File: src/rtl/fabric_config.svh
`ifndef FABRIC_CONFIG_SVH
`define FABRIC_CONFIG_SVH

// Upper address byte that selects the fabric
`define FABRIC_BASE 8'h30

// Fabric geometry
`define CLB_ROWS    4
`define NUM_GPIO    8
`define NUM_REGIONS 3

// Datapath widths
`define CFG_WORD_W  32
`define ACC_W       32
`define COEF_W      8

// Region ids, address bits 9:8
`define REGION_MAC  2'd2

// Word offsets within a region, address bits 3:2
`define REG_SHIFT   2'd0
`define REG_CTRL    2'd1
`define REG_ACC     2'd2

`endif

File: src/rtl/fabric_pkg.sv
`include "fabric_config.svh"

package fabric_pkg;

  // One LUT4 tile configuration word, high bits first
  typedef struct packed {
    logic [15:0] lut_mask;
    logic [2:0]  sel0;
    logic [2:0]  sel1;
    logic [2:0]  sel2;
    logic [2:0]  sel3;
    logic        use_ff;
    logic [2:0]  pad;
  } clb_cfg_t;

  // Row 0 is the oldest word in the chain
  typedef clb_cfg_t [`CLB_ROWS-1:0] clb_col_cfg_t;

  typedef enum logic [1:0] {
    MAC_HOLD  = 2'd0,
    MAC_ACC   = 2'd1,
    MAC_LOAD  = 2'd2,
    MAC_CLEAR = 2'd3
  } mac_mode_e;

  typedef struct packed {
    mac_mode_e                     mode;
    logic                          is_signed;
    logic [`COEF_W-1:0]            coef;
    logic [`CFG_WORD_W-4-`COEF_W:0] pad;
  } mac_cfg_t;

  typedef struct packed {
    logic [`CFG_WORD_W-3:0] pad;
    logic                   gpio_oe;
    logic                   fabric_en;
  } fabric_ctrl_t;

  typedef struct packed {
    logic                   valid;
    logic                   we;
    logic [1:0]             region;
    logic [1:0]             offset;
    logic [`CFG_WORD_W-1:0] wdata;
  } cfg_req_t;

endpackage

File: src/rtl/wb_config_decoder.sv
`timescale 1ns/1ps
`include "fabric_config.svh"

module wb_config_decoder (
  input  logic                                    wb_clk_i,
  input  logic                                    rst_n_i,
  input  logic                                    wbs_stb_i,
  input  logic                                    wbs_cyc_i,
  input  logic                                    wbs_we_i,
  input  logic [3:0]                              wbs_sel_i,
  input  logic [31:0]                             wbs_addr_i,
  input  logic [31:0]                             wbs_data_i,
  output logic                                    wbs_ack_o,
  output logic [31:0]                             wbs_data_o,
  input  logic [`NUM_REGIONS-1:0][`CFG_WORD_W-1:0] tail_words_i,
  input  logic [`ACC_W-1:0]                       acc_i,
  output logic [`NUM_REGIONS-1:0]                 shift_o,
  output logic [`CFG_WORD_W-1:0]                  shift_data_o,
  output fabric_pkg::fabric_ctrl_t                ctrl_o
);
  import fabric_pkg::*;

  cfg_req_t                req;
  fabric_ctrl_t            ctrl_q;
  logic                    hit;
  logic                    region_ok;
  logic [`CFG_WORD_W-1:0]  rdata;

  // New request only while no ack is outstanding
  always_comb begin
    req.valid  = wbs_stb_i && wbs_cyc_i && !wbs_ack_o;
    req.we     = wbs_we_i;
    req.region = wbs_addr_i[9:8];
    req.offset = wbs_addr_i[3:2];
    req.wdata  = wbs_data_i;
  end

  // Byte lanes are not decoded, every access is a full word
  assign hit       = (wbs_addr_i[31:24] == `FABRIC_BASE);
  assign region_ok = (req.region < 2'(`NUM_REGIONS));

  // One strobe per region, only on the accepting cycle
  always_comb begin
    shift_o = '0;
    if (req.valid && req.we && hit && region_ok && req.offset == `REG_SHIFT) begin
      shift_o[req.region] = 1'b1;
    end
  end

  assign shift_data_o = req.wdata;

  // Readback mux
  always_comb begin
    rdata = '0;
    if (hit) begin
      case (req.offset)
        `REG_SHIFT: begin
          if (region_ok) begin
            rdata = tail_words_i[req.region];
          end
        end
        `REG_CTRL: rdata = ctrl_q;
        `REG_ACC: begin
          if (req.region == `REGION_MAC) begin
            rdata = acc_i;
          end
        end
        default: rdata = '0;
      endcase
    end
  end

  always_ff @(posedge wb_clk_i) begin
    if (!rst_n_i) begin
      wbs_ack_o  <= 1'b0;
      wbs_data_o <= '0;
      ctrl_q     <= '0;
    end else begin
      wbs_ack_o  <= req.valid;
      wbs_data_o <= (req.valid && !req.we) ? rdata : '0;
      // Control register is shared by all regions
      if (req.valid && req.we && hit && req.offset == `REG_CTRL) begin
        ctrl_q.fabric_en <= req.wdata[0];
        ctrl_q.gpio_oe   <= req.wdata[1];
      end
    end
  end

  assign ctrl_o = ctrl_q;

  // Single-cycle ack per access
  a_ack_pulse: assert property (@(posedge wb_clk_i) disable iff (!rst_n_i)
    wbs_ack_o |=> !wbs_ack_o)
    else $error("wbs_ack_o held for two cycles");

endmodule

File: src/rtl/config_shift_chain.sv
`timescale 1ns/1ps
`include "fabric_config.svh"

module config_shift_chain #(
  parameter type cfg_t = logic [`CFG_WORD_W-1:0]
) (
  input  logic                   wb_clk_i,
  input  logic                   rst_n_i,
  input  logic                   shift_i,
  input  logic [`CFG_WORD_W-1:0] data_i,
  output cfg_t                   cfg_o,
  output logic [`CFG_WORD_W-1:0] tail_o
);

  localparam int NUM_WORDS = $bits(cfg_t) / `CFG_WORD_W;
  localparam int CHAIN_W   = NUM_WORDS * `CFG_WORD_W;

  logic [NUM_WORDS-1:0][`CFG_WORD_W-1:0] words_q;
  logic [CHAIN_W+`CFG_WORD_W-1:0]        chain_cat;

  // Head is the top slot, slot 0 is the tail
  assign chain_cat = {data_i, words_q};

  always_ff @(posedge wb_clk_i) begin
    if (!rst_n_i) begin
      words_q <= '0;
    end else if (shift_i) begin
      words_q <= chain_cat[CHAIN_W+`CFG_WORD_W-1:`CFG_WORD_W];
    end
  end

  assign cfg_o  = cfg_t'(words_q);
  assign tail_o = words_q[0];

  a_word_multiple: assert property (@(posedge wb_clk_i)
    ($bits(cfg_t) % `CFG_WORD_W) == 0)
    else $error("config type is not a whole number of words");

endmodule

File: src/rtl/clb_tile.sv
`timescale 1ns/1ps

module clb_tile (
  input  logic                 wb_clk_i,
  input  logic                 rst_n_i,
  input  logic                 en_i,
  input  logic [7:0]           src_i,
  input  fabric_pkg::clb_cfg_t cfg_i,
  output logic                 out_o
);

  logic [3:0] lut_idx;
  logic       lut_out;
  logic       ff_q;

  // Per-input source selects, sel0 drives the index LSB
  assign lut_idx = {src_i[cfg_i.sel3],
                    src_i[cfg_i.sel2],
                    src_i[cfg_i.sel1],
                    src_i[cfg_i.sel0]};

  assign lut_out = cfg_i.lut_mask[lut_idx];

  // Optional register stage, frozen while the fabric is disabled
  always_ff @(posedge wb_clk_i) begin
    if (!rst_n_i) begin
      ff_q <= 1'b0;
    end else if (en_i) begin
      ff_q <= lut_out;
    end
  end

  assign out_o = cfg_i.use_ff ? ff_q : lut_out;

endmodule

File: src/rtl/clb_column.sv
`timescale 1ns/1ps
`include "fabric_config.svh"

module clb_column (
  input  logic                     wb_clk_i,
  input  logic                     rst_n_i,
  input  logic                     en_i,
  input  logic [7:0]               src_i,
  input  fabric_pkg::clb_col_cfg_t cfg_i,
  output logic [`CLB_ROWS-1:0]     out_o
);

  // Each row takes its own word out of the column config
  for (genvar r = 0; r < `CLB_ROWS; r++) begin : g_row
    clb_tile u_clb_tile (
      .wb_clk_i (wb_clk_i),
      .rst_n_i  (rst_n_i),
      .en_i     (en_i),
      .src_i    (src_i),
      .cfg_i    (cfg_i[r]),
      .out_o    (out_o[r])
    );
  end

  // Sources and config are reset or driven, so outputs stay known
  a_no_x_out: assert property (@(posedge wb_clk_i) disable iff (!rst_n_i)
    !$isunknown(out_o))
    else $error("clb_column output has X");

endmodule

File: src/rtl/mac_tile.sv
`timescale 1ns/1ps
`include "fabric_config.svh"

module mac_tile (
  input  logic                 wb_clk_i,
  input  logic                 rst_n_i,
  input  logic                 en_i,
  input  logic [7:0]           a_i,
  input  fabric_pkg::mac_cfg_t cfg_i,
  output logic [`ACC_W-1:0]    acc_o
);
  import fabric_pkg::*;

  logic [15:0]       prod;
  logic [`ACC_W-1:0] prod_ext;
  logic [`ACC_W-1:0] acc_q;

  // 8x8 product, signedness from config
  always_comb begin
    if (cfg_i.is_signed) begin
      prod = $signed(a_i) * $signed(cfg_i.coef);
    end else begin
      prod = a_i * cfg_i.coef;
    end
  end

  assign prod_ext = cfg_i.is_signed ? {{(`ACC_W-16){prod[15]}}, prod}
                                    : {{(`ACC_W-16){1'b0}}, prod};

  always_ff @(posedge wb_clk_i) begin
    if (!rst_n_i) begin
      acc_q <= '0;
    end else if (cfg_i.mode == MAC_CLEAR) begin
      // Clear works even with the fabric stopped
      acc_q <= '0;
    end else if (en_i) begin
      case (cfg_i.mode)
        MAC_ACC:  acc_q <= acc_q + prod_ext;
        MAC_LOAD: acc_q <= prod_ext;
        default:  acc_q <= acc_q;
      endcase
    end
  end

  assign acc_o = acc_q;

endmodule

File: src/rtl/gpio_result_stage.sv
`timescale 1ns/1ps
`include "fabric_config.svh"

module gpio_result_stage (
  input  logic                 wb_clk_i,
  input  logic                 rst_n_i,
  input  logic [3:0]           clb_i,
  input  logic [3:0]           mac_i,
  input  logic                 oe_en_i,
  output logic [`NUM_GPIO-1:0] gpio_out_o,
  output logic [`NUM_GPIO-1:0] gpio_oe_o
);

  // Pins see only registered values
  always_ff @(posedge wb_clk_i) begin
    if (!rst_n_i) begin
      gpio_out_o <= '0;
      gpio_oe_o  <= '0;
    end else begin
      gpio_out_o <= {mac_i, clb_i};
      gpio_oe_o  <= {`NUM_GPIO{oe_en_i}};
    end
  end

endmodule

File: src/rtl/fpga_fabric_top.sv
`timescale 1ns/1ps
`include "fabric_config.svh"

module fpga_fabric_top (
  input  logic                 wb_clk_i,
  input  logic                 rst_n_i,
  input  logic                 wbs_stb_i,
  input  logic                 wbs_cyc_i,
  input  logic                 wbs_we_i,
  input  logic [3:0]           wbs_sel_i,
  input  logic [31:0]          wbs_addr_i,
  input  logic [31:0]          wbs_data_i,
  output logic                 wbs_ack_o,
  output logic [31:0]          wbs_data_o,
  input  logic [`NUM_GPIO-1:0] gpio_in_i,
  output logic [`NUM_GPIO-1:0] gpio_out_o,
  output logic [`NUM_GPIO-1:0] gpio_oe_o
);
  import fabric_pkg::*;

  logic [`NUM_REGIONS-1:0]                  shift;
  logic [`CFG_WORD_W-1:0]                   shift_data;
  logic [`NUM_REGIONS-1:0][`CFG_WORD_W-1:0] tail_words;
  fabric_ctrl_t                             ctrl;
  clb_col_cfg_t                             col0_cfg;
  clb_col_cfg_t                             col1_cfg;
  mac_cfg_t                                 mac_cfg;
  logic [`CLB_ROWS-1:0]                     col0_out;
  logic [`CLB_ROWS-1:0]                     col1_out;
  logic [`ACC_W-1:0]                        acc;

  wb_config_decoder u_wb_config_decoder (
    .wb_clk_i     (wb_clk_i),
    .rst_n_i      (rst_n_i),
    .wbs_stb_i    (wbs_stb_i),
    .wbs_cyc_i    (wbs_cyc_i),
    .wbs_we_i     (wbs_we_i),
    .wbs_sel_i    (wbs_sel_i),
    .wbs_addr_i   (wbs_addr_i),
    .wbs_data_i   (wbs_data_i),
    .wbs_ack_o    (wbs_ack_o),
    .wbs_data_o   (wbs_data_o),
    .tail_words_i (tail_words),
    .acc_i        (acc),
    .shift_o      (shift),
    .shift_data_o (shift_data),
    .ctrl_o       (ctrl)
  );

  config_shift_chain #(.cfg_t(clb_col_cfg_t)) u_chain_col0 (
    .wb_clk_i (wb_clk_i),
    .rst_n_i  (rst_n_i),
    .shift_i  (shift[0]),
    .data_i   (shift_data),
    .cfg_o    (col0_cfg),
    .tail_o   (tail_words[0])
  );

  config_shift_chain #(.cfg_t(clb_col_cfg_t)) u_chain_col1 (
    .wb_clk_i (wb_clk_i),
    .rst_n_i  (rst_n_i),
    .shift_i  (shift[1]),
    .data_i   (shift_data),
    .cfg_o    (col1_cfg),
    .tail_o   (tail_words[1])
  );

  config_shift_chain #(.cfg_t(mac_cfg_t)) u_chain_mac (
    .wb_clk_i (wb_clk_i),
    .rst_n_i  (rst_n_i),
    .shift_i  (shift[2]),
    .data_i   (shift_data),
    .cfg_o    (mac_cfg),
    .tail_o   (tail_words[2])
  );

  // Column 0 sees only the pins
  clb_column u_clb_column0 (
    .wb_clk_i (wb_clk_i),
    .rst_n_i  (rst_n_i),
    .en_i     (ctrl.fabric_en),
    .src_i    (gpio_in_i),
    .cfg_i    (col0_cfg),
    .out_o    (col0_out)
  );

  // Column 1 feeds forward from column 0, no loops
  clb_column u_clb_column1 (
    .wb_clk_i (wb_clk_i),
    .rst_n_i  (rst_n_i),
    .en_i     (ctrl.fabric_en),
    .src_i    ({gpio_in_i[3:0], col0_out}),
    .cfg_i    (col1_cfg),
    .out_o    (col1_out)
  );

  mac_tile u_mac_tile (
    .wb_clk_i (wb_clk_i),
    .rst_n_i  (rst_n_i),
    .en_i     (ctrl.fabric_en),
    .a_i      (gpio_in_i),
    .cfg_i    (mac_cfg),
    .acc_o    (acc)
  );

  gpio_result_stage u_gpio_result_stage (
    .wb_clk_i   (wb_clk_i),
    .rst_n_i    (rst_n_i),
    .clb_i      (col1_out),
    .mac_i      (acc[3:0]),
    .oe_en_i    (ctrl.gpio_oe),
    .gpio_out_o (gpio_out_o),
    .gpio_oe_o  (gpio_oe_o)
  );

endmodule

File: config.mk
export PLATFORM = sky130hd
export DESIGN_NAME = fpga_fabric_top
export DESIGN_NICKNAME = d
export VERILOG_FILES = /design/src/rtl/fabric_pkg.sv /design/src/rtl/wb_config_decoder.sv /design/src/rtl/config_shift_chain.sv /design/src/rtl/clb_tile.sv /design/src/rtl/clb_column.sv /design/src/rtl/mac_tile.sv /design/src/rtl/gpio_result_stage.sv /design/src/rtl/fpga_fabric_top.sv
export VERILOG_INCLUDE_DIRS = /design/src /design/src/rtl
export SDC_FILE = /design/constraint.sdc
export NUM_CORES = 1
export LEC_CHECK = 0
export BUFFER_PORTS_ARGS = -buffer_cell sky130_fd_sc_hd__buf_2
export CELL_PAD_IN_SITES_DETAIL_PLACEMENT = 2
export CELL_PAD_IN_SITES_GLOBAL_PLACEMENT = 2
export CORE_UTILIZATION = 38
export DETAILED_ROUTE_END_ITERATION = 8
export GPL_TIMING_DRIVEN = 0
export HOLD_SLACK_MARGIN = 0.06
export PLACE_DENSITY_LB_ADDON = 0.12
export SLEW_MARGIN = 20
export SYNTH_ARGS = -nofsm -noshare
export SYNTH_HDL_FRONTEND = slang
export SYNTH_SLANG_ARGS = --single-unit
File: constraint.sdc
create_clock -name wb_clk_i -period 9.25 [get_ports wb_clk_i]
set_clock_uncertainty 0.2 [all_clocks]
set_input_delay 0 -clock wb_clk_i [delete_from_list [all_inputs] [get_ports wb_clk_i]]
set_output_delay 0 -clock wb_clk_i [all_outputs]
set_load 0.02 [all_outputs]
; ---- After elaboration in Yosys (flattened, before gate mapping)
; Index checks and enable logic that the tools add are counted.
[word_totals]
regBits = 372
inputBits = 81
out_inout_bits = 49
[classes]
add_sub_neg = 1
n_mul = 2
magnitude_cmp = 43
n_eq_ne = 7
muxes = 99
bitwise_logic = 1
reduce_logical = 16
[op_table]
columns = operator, n
row1 = < comparator 3 x 4 -> 1 bit (second input constant), 32
row2 = two-way mux 32 bit, 4
row3 = binary-select mux 1 bit (select 3 bit), 32
row4 = one-hot mux 32 bit (3 select lines), 1
row5 = binary-select mux 32 bit (select 2 bit), 1
row6 = one-hot mux 32 bit (2 select lines), 1
row7 = two-way mux 1 bit, 49
row8 = < comparator 4 x 5 -> 1 bit (second input constant), 8
row9 = adder 32 bit, 1
row10 = binary-select mux 1 bit (select 4 bit), 8
row11 = multiplier 8 x 8 -> 16 bit, 2
row12 = two-way mux 16 bit, 1
row13 = logical AND 1 bit, 9
row14 = equality test 2 bit (second input constant), 4
row15 = equality test 8 x 6 -> 1 bit (second input constant), 1
row16 = equality test 2 x 1 -> 1 bit (second input constant), 2
row17 = < comparator 2 x 3 -> 1 bit (second input constant), 1
row18 = two-way mux 3 bit, 1
row19 = AND reduction 3 bit, 1
row20 = demux 1 bit (select 2 bit), 1
row21 = >= comparator 2 x 1 -> 1 bit (second input constant), 1
row22 = zero test 1 bit, 2
row23 = zero test 2 bit, 1
row24 = < comparator 2 bit (second input constant), 1
row25 = 4 further kinds, 4

; ---- Depth between registers and ports, before layout
; Gate-level depths: netlist of run 1.
[logic_depth]
word_depth = 10
mapped_depth = 38
depth_no_buf = 33

; ---- Cells and area by module
; From an unflattened synthesis of run 1, not the netlist that was laid out.
[unflattened]
cells_unflattened = 2547
area_unflattened_um2 = 25578.3
[modules_own_cells]
columns = mod, n_inst, cells_each, area_each_um2, seq_area_each_um2
row1 = config_shift_chain (u_chain_col0 ...), 2, 444, 5208.7, 2562.5
row2 = mac_tile, 1, 900, 7124.3, 640.6
row3 = clb_tile, 8, 37, 462.9, 20.0
row4 = wb_config_decoder, 1, 303, 2560.0, 700.7
row5 = config_shift_chain (u_chain_mac), 1, 135, 1483.9, 640.6
row6 = gpio_result_stage, 1, 25, 289.0, 180.2

; ---- Worst setup path after synthesis of run 1
; No wires, ideal clock.
[synth_path]
kind = in2reg
start = input gpio_in_i[1]
end = register u_mac_tile.acc_q[21] (netlist: u_mac_tile.acc_o[21])
setup_time_ns = 0.074
arrival_time_ns = 7.397
required_time_ns = 8.976
setup_slack_ns = 1.578
cell_stages = 32
cell_sequence = buf_2 -> clkbuf_1 -> clkbuf_1 -> clkbuf_1 -> and2_1 -> inv_1 -> fa_1 -> fa_1 -> inv_1 -> fa_1 -> inv_1 -> fa_1 -> inv_1 -> ha_1 -> inv_1 -> nor2_1 -> nor2_1 -> o21bai_1 -> a21oi_1 -> nor2b_1 -> o21a_1 -> or3_1 -> a31o_2 -> ha_1 -> a21oi_1 -> o21ai_0 -> a2111oi_0 -> o21ai_1 -> or4_1 -> a2111oi_0 -> a41oi_1 -> a31oi_1
[synth_between]
elab_chain_len = 5
[synth_lines]
columns = item, line_no
row1 = "start, declared", fpga_fabric_top.sv:15  ; input logic [`NUM_GPIO-1:0] gpio_in_i,
row2 = multiplier 8 x 8 -> 16 bit (on tied branches), "mac_tile.sv:23, mac_tile.sv:21"
row3 = two-way mux 16 bit (*), mac_tile.sv:20  ; if (cfg_i.is_signed) begin
row4 = two-way mux 32 bit (*), mac_tile.sv:27  ; assign prod_ext = cfg_i.is_signed ? {{(`ACC_W-16){prod[15]}}, prod}
row5 = adder 32 bit, mac_tile.sv:38  ; MAC_ACC: acc_q <= acc_q + prod_ext;
row6 = one-hot mux 32 bit (2 select lines) (*), mac_tile.sv:37  ; case (cfg_i.mode)
row7 = "end signal, assigned", mac_tile.sv:38
row8 = "end signal, assigned", mac_tile.sv:39  ; MAC_LOAD: acc_q <= prod_ext;
row9 = "end signal, assigned", mac_tile.sv:40  ; default: acc_q <= acc_q;
row10 = "end, declared", mac_tile.sv:16  ; logic [`ACC_W-1:0] acc_q;
; Every way passes the cells marked *; elsewhere a longest branch is shown, timed or not.
; A chain may end at the register's enable or synchronous reset.

; ---- Worst setup path after layout of run 1
[layout_path]
start = register u_chain_mac.words_q, in the netlist u_chain_mac.cfg_o[27]
end = register u_mac_tile.acc_q[23] (netlist: u_mac_tile.acc_o[23])
[layout_between]
elab_chain_len = 5
[layout_lines]
columns = item, line_no
row1 = "start, declared", config_shift_chain.sv:18  ; logic [NUM_WORDS-1:0][`CFG_WORD_W-1:0] words_q;
row2 = "start signal, assigned", config_shift_chain.sv:28  ; words_q <= chain_cat[CHAIN_W+`CFG_WORD_W-1:`CFG_WORD_W];
row3 = multiplier 8 x 8 -> 16 bit (on tied branches), "mac_tile.sv:23, mac_tile.sv:21"
row4 = two-way mux 16 bit (*), mac_tile.sv:20
row5 = two-way mux 32 bit (*), mac_tile.sv:27
row6 = adder 32 bit, mac_tile.sv:38
row7 = one-hot mux 32 bit (2 select lines) (*), mac_tile.sv:37
; Marks and branches as above.

==> metrics, run 1 <==
metal3 WL=~3.5 mm; CTS max path bufs=3; Tightest Hold Check Type=input port to flip-flop; Max-Cap Viols=0; peak supply drop=0.146 mV; Static Leak=about 10 nW; DRC Markers=0; Max FO, Critical Path=10; f_max=0.117 GHz; min cycle time layout=8580 ps; max_slew headroom=a little under a quarter; post-synthesis cell count=around 2800; global-route wire length before repair=between 100 and 150 mm; post-CTS setup buffer count=0; largest net degree at the start of global routing=20; Power, Total=3.76 mW; Max Used Layer=met4; Post-Syn Area=~24000 um^2; Least-Margin Pin Slew=roughly 1200 ps; CP endpoint kind=flip-flop; row count=91; Syn Area/Cell=8.41 um^2; CP arrival=8860 ps; clk sink count=372; Initial Util=38.5%; H-tree Lvls=2; Placer Congestion=0.913; Synth Register Bits=around 370; drt pass-1 iters=5; Tcrit/Tclk final=92.8%; slowest stage cell, crit path=dfxtp_1; routed vias=around 22000; Avg WL per Cell=about 25 um; die area=about 63000 um^2; Slew Viols, Final=0; final setup vio count=0; met2 wire length=roughly 50 mm; GRT Util Overall=31.1%; status=completed; drt total wl=98.4 mm; final hold violations=0; post-detail-place hpwl=around 76 mm; Synth Warn #=0; Async SR Flop Fraction=0%; DRT iter0 DRCs=1078; DR vias/cell=~5.6; initial antenna violation count=4; top_reg_cell synth=dfxtp_1; vias in the first global route=roughly 24000; power density over the cells=137 nW/um^2; area added between synthesis and finish=15.7%; Mapped Nets=around 3100; CTS tree=done; cts bufs inserted=44; CP dominant cell by count=inv_1; die height=~250 um; clock-pin slew on the worst setup and hold paths=60 ps; met1 wire length=between 40 and 50 mm; RSZ-0062 raised after global routing=false; layout cells sized above 1=9.37%; slowest stage delay, CP=about 600 ps; nets@finish=approximately 3300; Worst Path Required=roughly 9500 ps; worst skew pair latency=600 ps; WHS=about 88 ps; area of the core=61600 um^2; gr ovfl total=0; number of port buffers=between 100 and 150; CP Class=flip-flop to flip-flop; Yosys cell types=77; Die W=roughly 250 um; IO Pins=between 100 and 150; Post-synth EDFFs=0; Clock Tree Root=clkbuf_16; DRT antenna net count=0; Setup crit start kind=flip-flop; post-synthesis sequential area ratio=31.4%
## per-layer routing
metal / global-route usage, % / vias up
met4: 12.1 / 0
met3: 2.94 / 172
met1: 38.1 / 11137
met5: 0 / -
li1: - / 9947
met2: 56.2 / 477
## timing repair
item                                   CTS  global route
gates cloned                             0             0
resized for setup                        6            13
hold buffers                            66             0
endpoints found under the hold margin  113             0
setup endpoints to repair               16            10
## cell families (layout without fill, tap and decap cells)
logic type / after synthesis / count (layout) / synth area share [%]
adder cells (fa/ha/maj): 162 / 162 / 11.3
multiplexers: 228 / 228 / 13.1
XOR/XNOR: 39 / 39 / 1.44
buffers and inverters: 394 / 630 / 6.59
flip-flops: 372 / 372 / 31.4
AND/OR/NAND/NOR: 1011 / 1011 / 18.0
AO/OA/AOI/OAI: 610 / 610 / 18.2
other: 0 / 3 / 0
## cell usage after synthesis, types with 6 or more instances
| cell type | number | share of area, % |
|---|---|---|
| a2111oi_0 | 6 | 0.22 |
| a211oi_1 | 13 | 0.41 |
| a21boi_0 | 289 | 9.2 |
| a21o_1 | 8 | 0.25 |
| a21oi_1 | 61 | 1.3 |
| a22oi_1 | 45 | 1.4 |
| a311oi_1 | 7 | 0.26 |
| a31oi_1 | 24 | 0.63 |
| and2_1 | 52 | 1.4 |
| buf_1 | 9 | 0.14 |
| buf_2 | 10 | 0.21 |
| buf_4 | 12 | 0.38 |
| clkbuf_1 | 174 | 2.8 |
| dfxtp_1 | 372 | 31 |
| fa_1 | 86 | 7.3 |
| ha_1 | 76 | 4.0 |
| inv_1 | 183 | 2.9 |
| mux2_2 | 19 | 0.90 |
| mux2i_1 | 151 | 6.4 |
| mux4_1 | 18 | 2.0 |
| mux4_2 | 38 | 3.6 |
| nand2_1 | 699 | 11 |
| nand2b_1 | 17 | 0.45 |
| nand3_1 | 16 | 0.34 |
| nor2_1 | 119 | 1.9 |
| nor2b_1 | 27 | 0.71 |
| nor3_1 | 31 | 0.66 |
| o211ai_1 | 8 | 0.25 |
| o21ai_0 | 70 | 1.5 |
| o21bai_1 | 19 | 0.60 |
| o31ai_1 | 7 | 0.22 |
| or3_1 | 12 | 0.32 |
| xnor2_1 | 33 | 1.2 |
| xor2_1 | 6 | 0.22 |
## path summary, 6_finish.rpt
check	start	end	slack (ps)	cells after the start
worst max-delay path	u_chain_mac.cfg_o[27]	u_mac_tile.acc_o[23]	670	29
worst min-delay path	wbs_data_i[28]	u_chain_col1.cfg_o[124]	90	4
worst max register to register	u_chain_mac.cfg_o[27]	u_mac_tile.acc_o[23]	670	29
worst min register to register	u_chain_col0.cfg_o[96]	u_chain_col0.cfg_o[96]	280	2
## placed cells by master (no fill, tap or decap), types with 52 or more instances in the layout
master	n
a21boi_0	289
nand2_1	699
clkbuf_1	164
inv_1	183
o21ai_0	70
dlygate4sd3_1	66
dfxtp_1	368
and2_1	52
fa_1	86
ha_1	76
mux2i_1	151
nor2_1	119
buf_2	113
a21oi_1	61
## worst max-delay path, delay by kind of cell, from the launching register on
kind	cells	cell delay [ps]
fa+ha+maj	6	2520
buf+inv	7	930
compound gates	13	3450
simple gates	3	730
flops	1	610
## cell type report
type / count / area [um^2]
fill: 6814 / 34200
multi-input combinational: 2050 / 14700
tap: 837 / 1050
inverter: 185 / 694
antenna: 3 / 7.51
sequential: 372 / 7450
buffer: 197 / 832
clock buffer: 60 / 1230
clock inverter: 18 / 267
timing repair buffer: 170 / 1180
## power by group
group / total (mW) / switching (mW) / leakage [nW] / internal (mW)
Sequential: 1.61 / 0.00530 / 3.00 / 1.61
Clock: 1.84 / 0.745 / 0.727 / 1.10
Combinational: 0.305 / 0.188 / 6.55 / 0.117
## state kept, by name, summed over array words and instances, names as in the netlist
signal and flops:
u_chain_col1.cfg_o 96, u_chain_col0.tail_o 32, u_chain_col1.tail_o 32, u_gpio_result_stage.gpio_oe_o 1, u_wb_config_decoder.wbs_ack_o 1, u_wb_config_decoder.wbs_data_o 32, u_wb_config_decoder.ctrl_o 2, u_gpio_result_stage.gpio_out_o 8
u_clb_column1.g_row.u_clb_tile.ff_q 4, u_chain_mac.cfg_o 32, u_chain_col0.cfg_o 96, u_clb_column0.g_row.u_clb_tile.ff_q 4, u_mac_tile.acc_o 32
## per-stage QoR
step / setup TNS [ps] / setup WS, ps / util, % / cells / instance area, um^2
2_1_floorplan: 0 / 1580 / - / 2816 / 23700
3_5_place_dp: -16780 / -1520 / 41.0 / 3757 / 25300
5_1_grt: 0 / 168 / 44.5 / 3891 / 27400
6_report: 0 / 667 / 44.5 / 3892 / 27400
3_3_place_gp: -13040 / -1240 / 41.0 / 3757 / 25300
4_1_cts: 0 / 132 / 44.5 / 3898 / 27400
Note: power is estimated with default switching activity, not from simulation.
==> inputs of run 2 (changes only) <==
- BUFFER_PORTS_ARGS: -buffer_cell sky130_fd_sc_hd__buf_2 -> default
- CORE_UTILIZATION: 38 -> 40
- CTS_BUF_LIST: default -> sky130_fd_sc_hd__clkbuf_8
- DONT_BUFFER_PORTS: default -> 1
- PLACE_DENSITY_LB_ADDON: 0.12 -> 0.1
==> metrics, run 2 (synthesized netlist as in run 1, its figures left out) <==
drt pass-1 iters=5; Tightest Hold Check Type=input port to flip-flop; post-detail-place hpwl=roughly 75 mm; final hold violations=0; largest net degree at the start of global routing=20; Die W=~250 um; Filler cells=roughly 6400; peak supply drop=approximately 0.18 mV; number of port buffers=0; DRT antenna net count=0; slowest stage delay, CP=between 500 and 600 ps; initial antenna violation count=14; clk sink count=between 300 and 400; most frequent cells in the layout=nand2_1 (699), dfxtp_1 (369), a21boi_0 (289); drt total wl=between 100 and 150 mm; Tcrit/Tclk final=between 90% and 100%; die height=about 250 um; final setup vio count=0; Non-Filler Instances=between 3000 and 4000; CTS tree=done; Slew Viols, Final=0; CTS max path bufs=3; H-tree Lvls=3; leading cell type in the layout, fill and taps excluded=nand2_1; Max-Cap Viols=0; max_slew headroom=26.0%; layout cells sized above 1=between 7 and 8%; Static Leak=approximately 10 nW; row count=88; cts bufs inserted=72; DRT iter0 DRCs=roughly 1300; min-delay src=wbs_data_i[1]; Clock Tree Root=clkbuf_8; Least-Margin Pin Slew=1110 ps; R2R Setup Slk=500 ps; CP Class=input port to flip-flop; DRC Markers=0; Max FO, Critical Path=19; power density over the cells=137 nW/um^2; Setup crit start kind=input port; Initial Util=a little over 40%; Worst Path Required=9620 ps; worst skew pair latency=roughly 690 ps; IO Pins=between 100 and 150; die area=60200 um^2; FF-to-FF End=u_mac_tile.acc_o[21]; Avg WL per Cell=about 27 um; nets@finish=3231; worst hold path depth=3; global-route wire length before repair=between 150 and 200 mm; area of the core=roughly 58000 um^2; routed vias=around 22000; dpl cells=3581; DR vias/cell=~5.8; worst reg2reg path depth=28; CP endpoint kind=flip-flop; launching point of the worst reg2reg path=u_chain_mac.cfg_o[24]; Placer Congestion=0.924; CP arrival=just over 9000 ps; Final WS setup=just under 500 ps; gr ovfl total=0; f_max=0.114 GHz; status=completed; vias in the first global route=roughly 25000; post-CTS setup buffer count=0; area added between synthesis and finish=15.2%; min cycle time layout=8760 ps; clock-pin slew on the worst setup and hold paths=approximately 60 ps; slowest stage cell, crit path=clkbuf_1; WHS Endpoint=u_chain_col0.cfg_o[97]; worst slack, placed=-1340 ps; GRT Util Overall=a little over a third
-- run 2: cell types whose count changed in the layout (fill, tap and decap cells not counted), sizes merged --
cell         before  now
diode             3   10
clkinv           10   12
buf             137   34
dlygate4sd3      66  108
clkinvlp          3    4
bufinv            6    3
inv             184  202
clkbuf          224  258
-- run 2: how the worst max path moves through the flow --
stage / from / endpoint / cells after the start
floorplan: gpio_in_i[1] / u_mac_tile.acc_o[21] / 32
global route: u_chain_mac.cfg_o[24] / u_mac_tile.acc_o[21] / 28
global placement: gpio_in_i[1] / u_mac_tile.acc_o[21] / 32
CTS: u_chain_mac.cfg_o[21] / u_mac_tile.acc_o[23] / 29
detailed placement: gpio_in_i[1] / u_mac_tile.acc_o[23] / 33
finish: gpio_in_i[0] / u_mac_tile.acc_o[21] / 31
-- run 2: worst max-delay path: cells and delay by family --
family	cells	cell delay, ps
compound gates	12	2650
fa+ha+maj	6	2600
buf+inv	9	2440
simple gates	4	1400
-- run 2: where the power goes --
group	internal [mW]	switching (mW)
Sequential	1.61	0.00761
Clock	0.997	0.837
Combinational	0.112	0.184
Total	2.72	1.03
-- run 2: repair_timing --
item / in CTS / in global routing
endpoints found under the setup margin: 15 / 14
hold buffers: 108 / 0
hold endpoints to repair: 140 / 0
resized for setup: 5 / 11
-- run 2: cell type report --
class / count / area (um^2) / area share [%]
multi-input cells: 2050 / 14700 / 53.8
flip-flops and latches: 372 / 7450 / 27.3
clock buffers: 93 / 1280 / 4.69
repair buffers: 108 / 1080 / 3.96
well taps: 765 / 957 / 3.51
plain buffers: 199 / 836 / 3.06
inverters: 185 / 694 / 2.54
clock inverters: 36 / 275 / 1.01
diodes: 10 / 25.0 / 0.0917
-- run 2: through the flow --
stage	util, %	setup TNS [ps]	hold WS, ps	cell area (um^2)	power [mW]
2_1_floorplan	-	0	-55.1	23700	1.81
6_report	46.9	0	102	27300	3.74
3_3_place_gp	42.4	-11090	-49.4	24600	1.89
5_1_grt	46.9	-29.9	81.6	27300	3.83
4_1_cts	46.9	0	62.7	27300	3.71
3_5_place_dp	42.4	-15670	-43.1	24600	1.90
-- run 2: routing by layer --
layer / wire (um) / up-vias / GRT usage (%)
met4: 6030 / 4 / 19.4
met5: 26 / - / 0
met2: 51000 / 676 / 60.2
met1: 42300 / 11372 / 41.3
li1: - / 9890 / -
met3: 4720 / 286 / 4.74
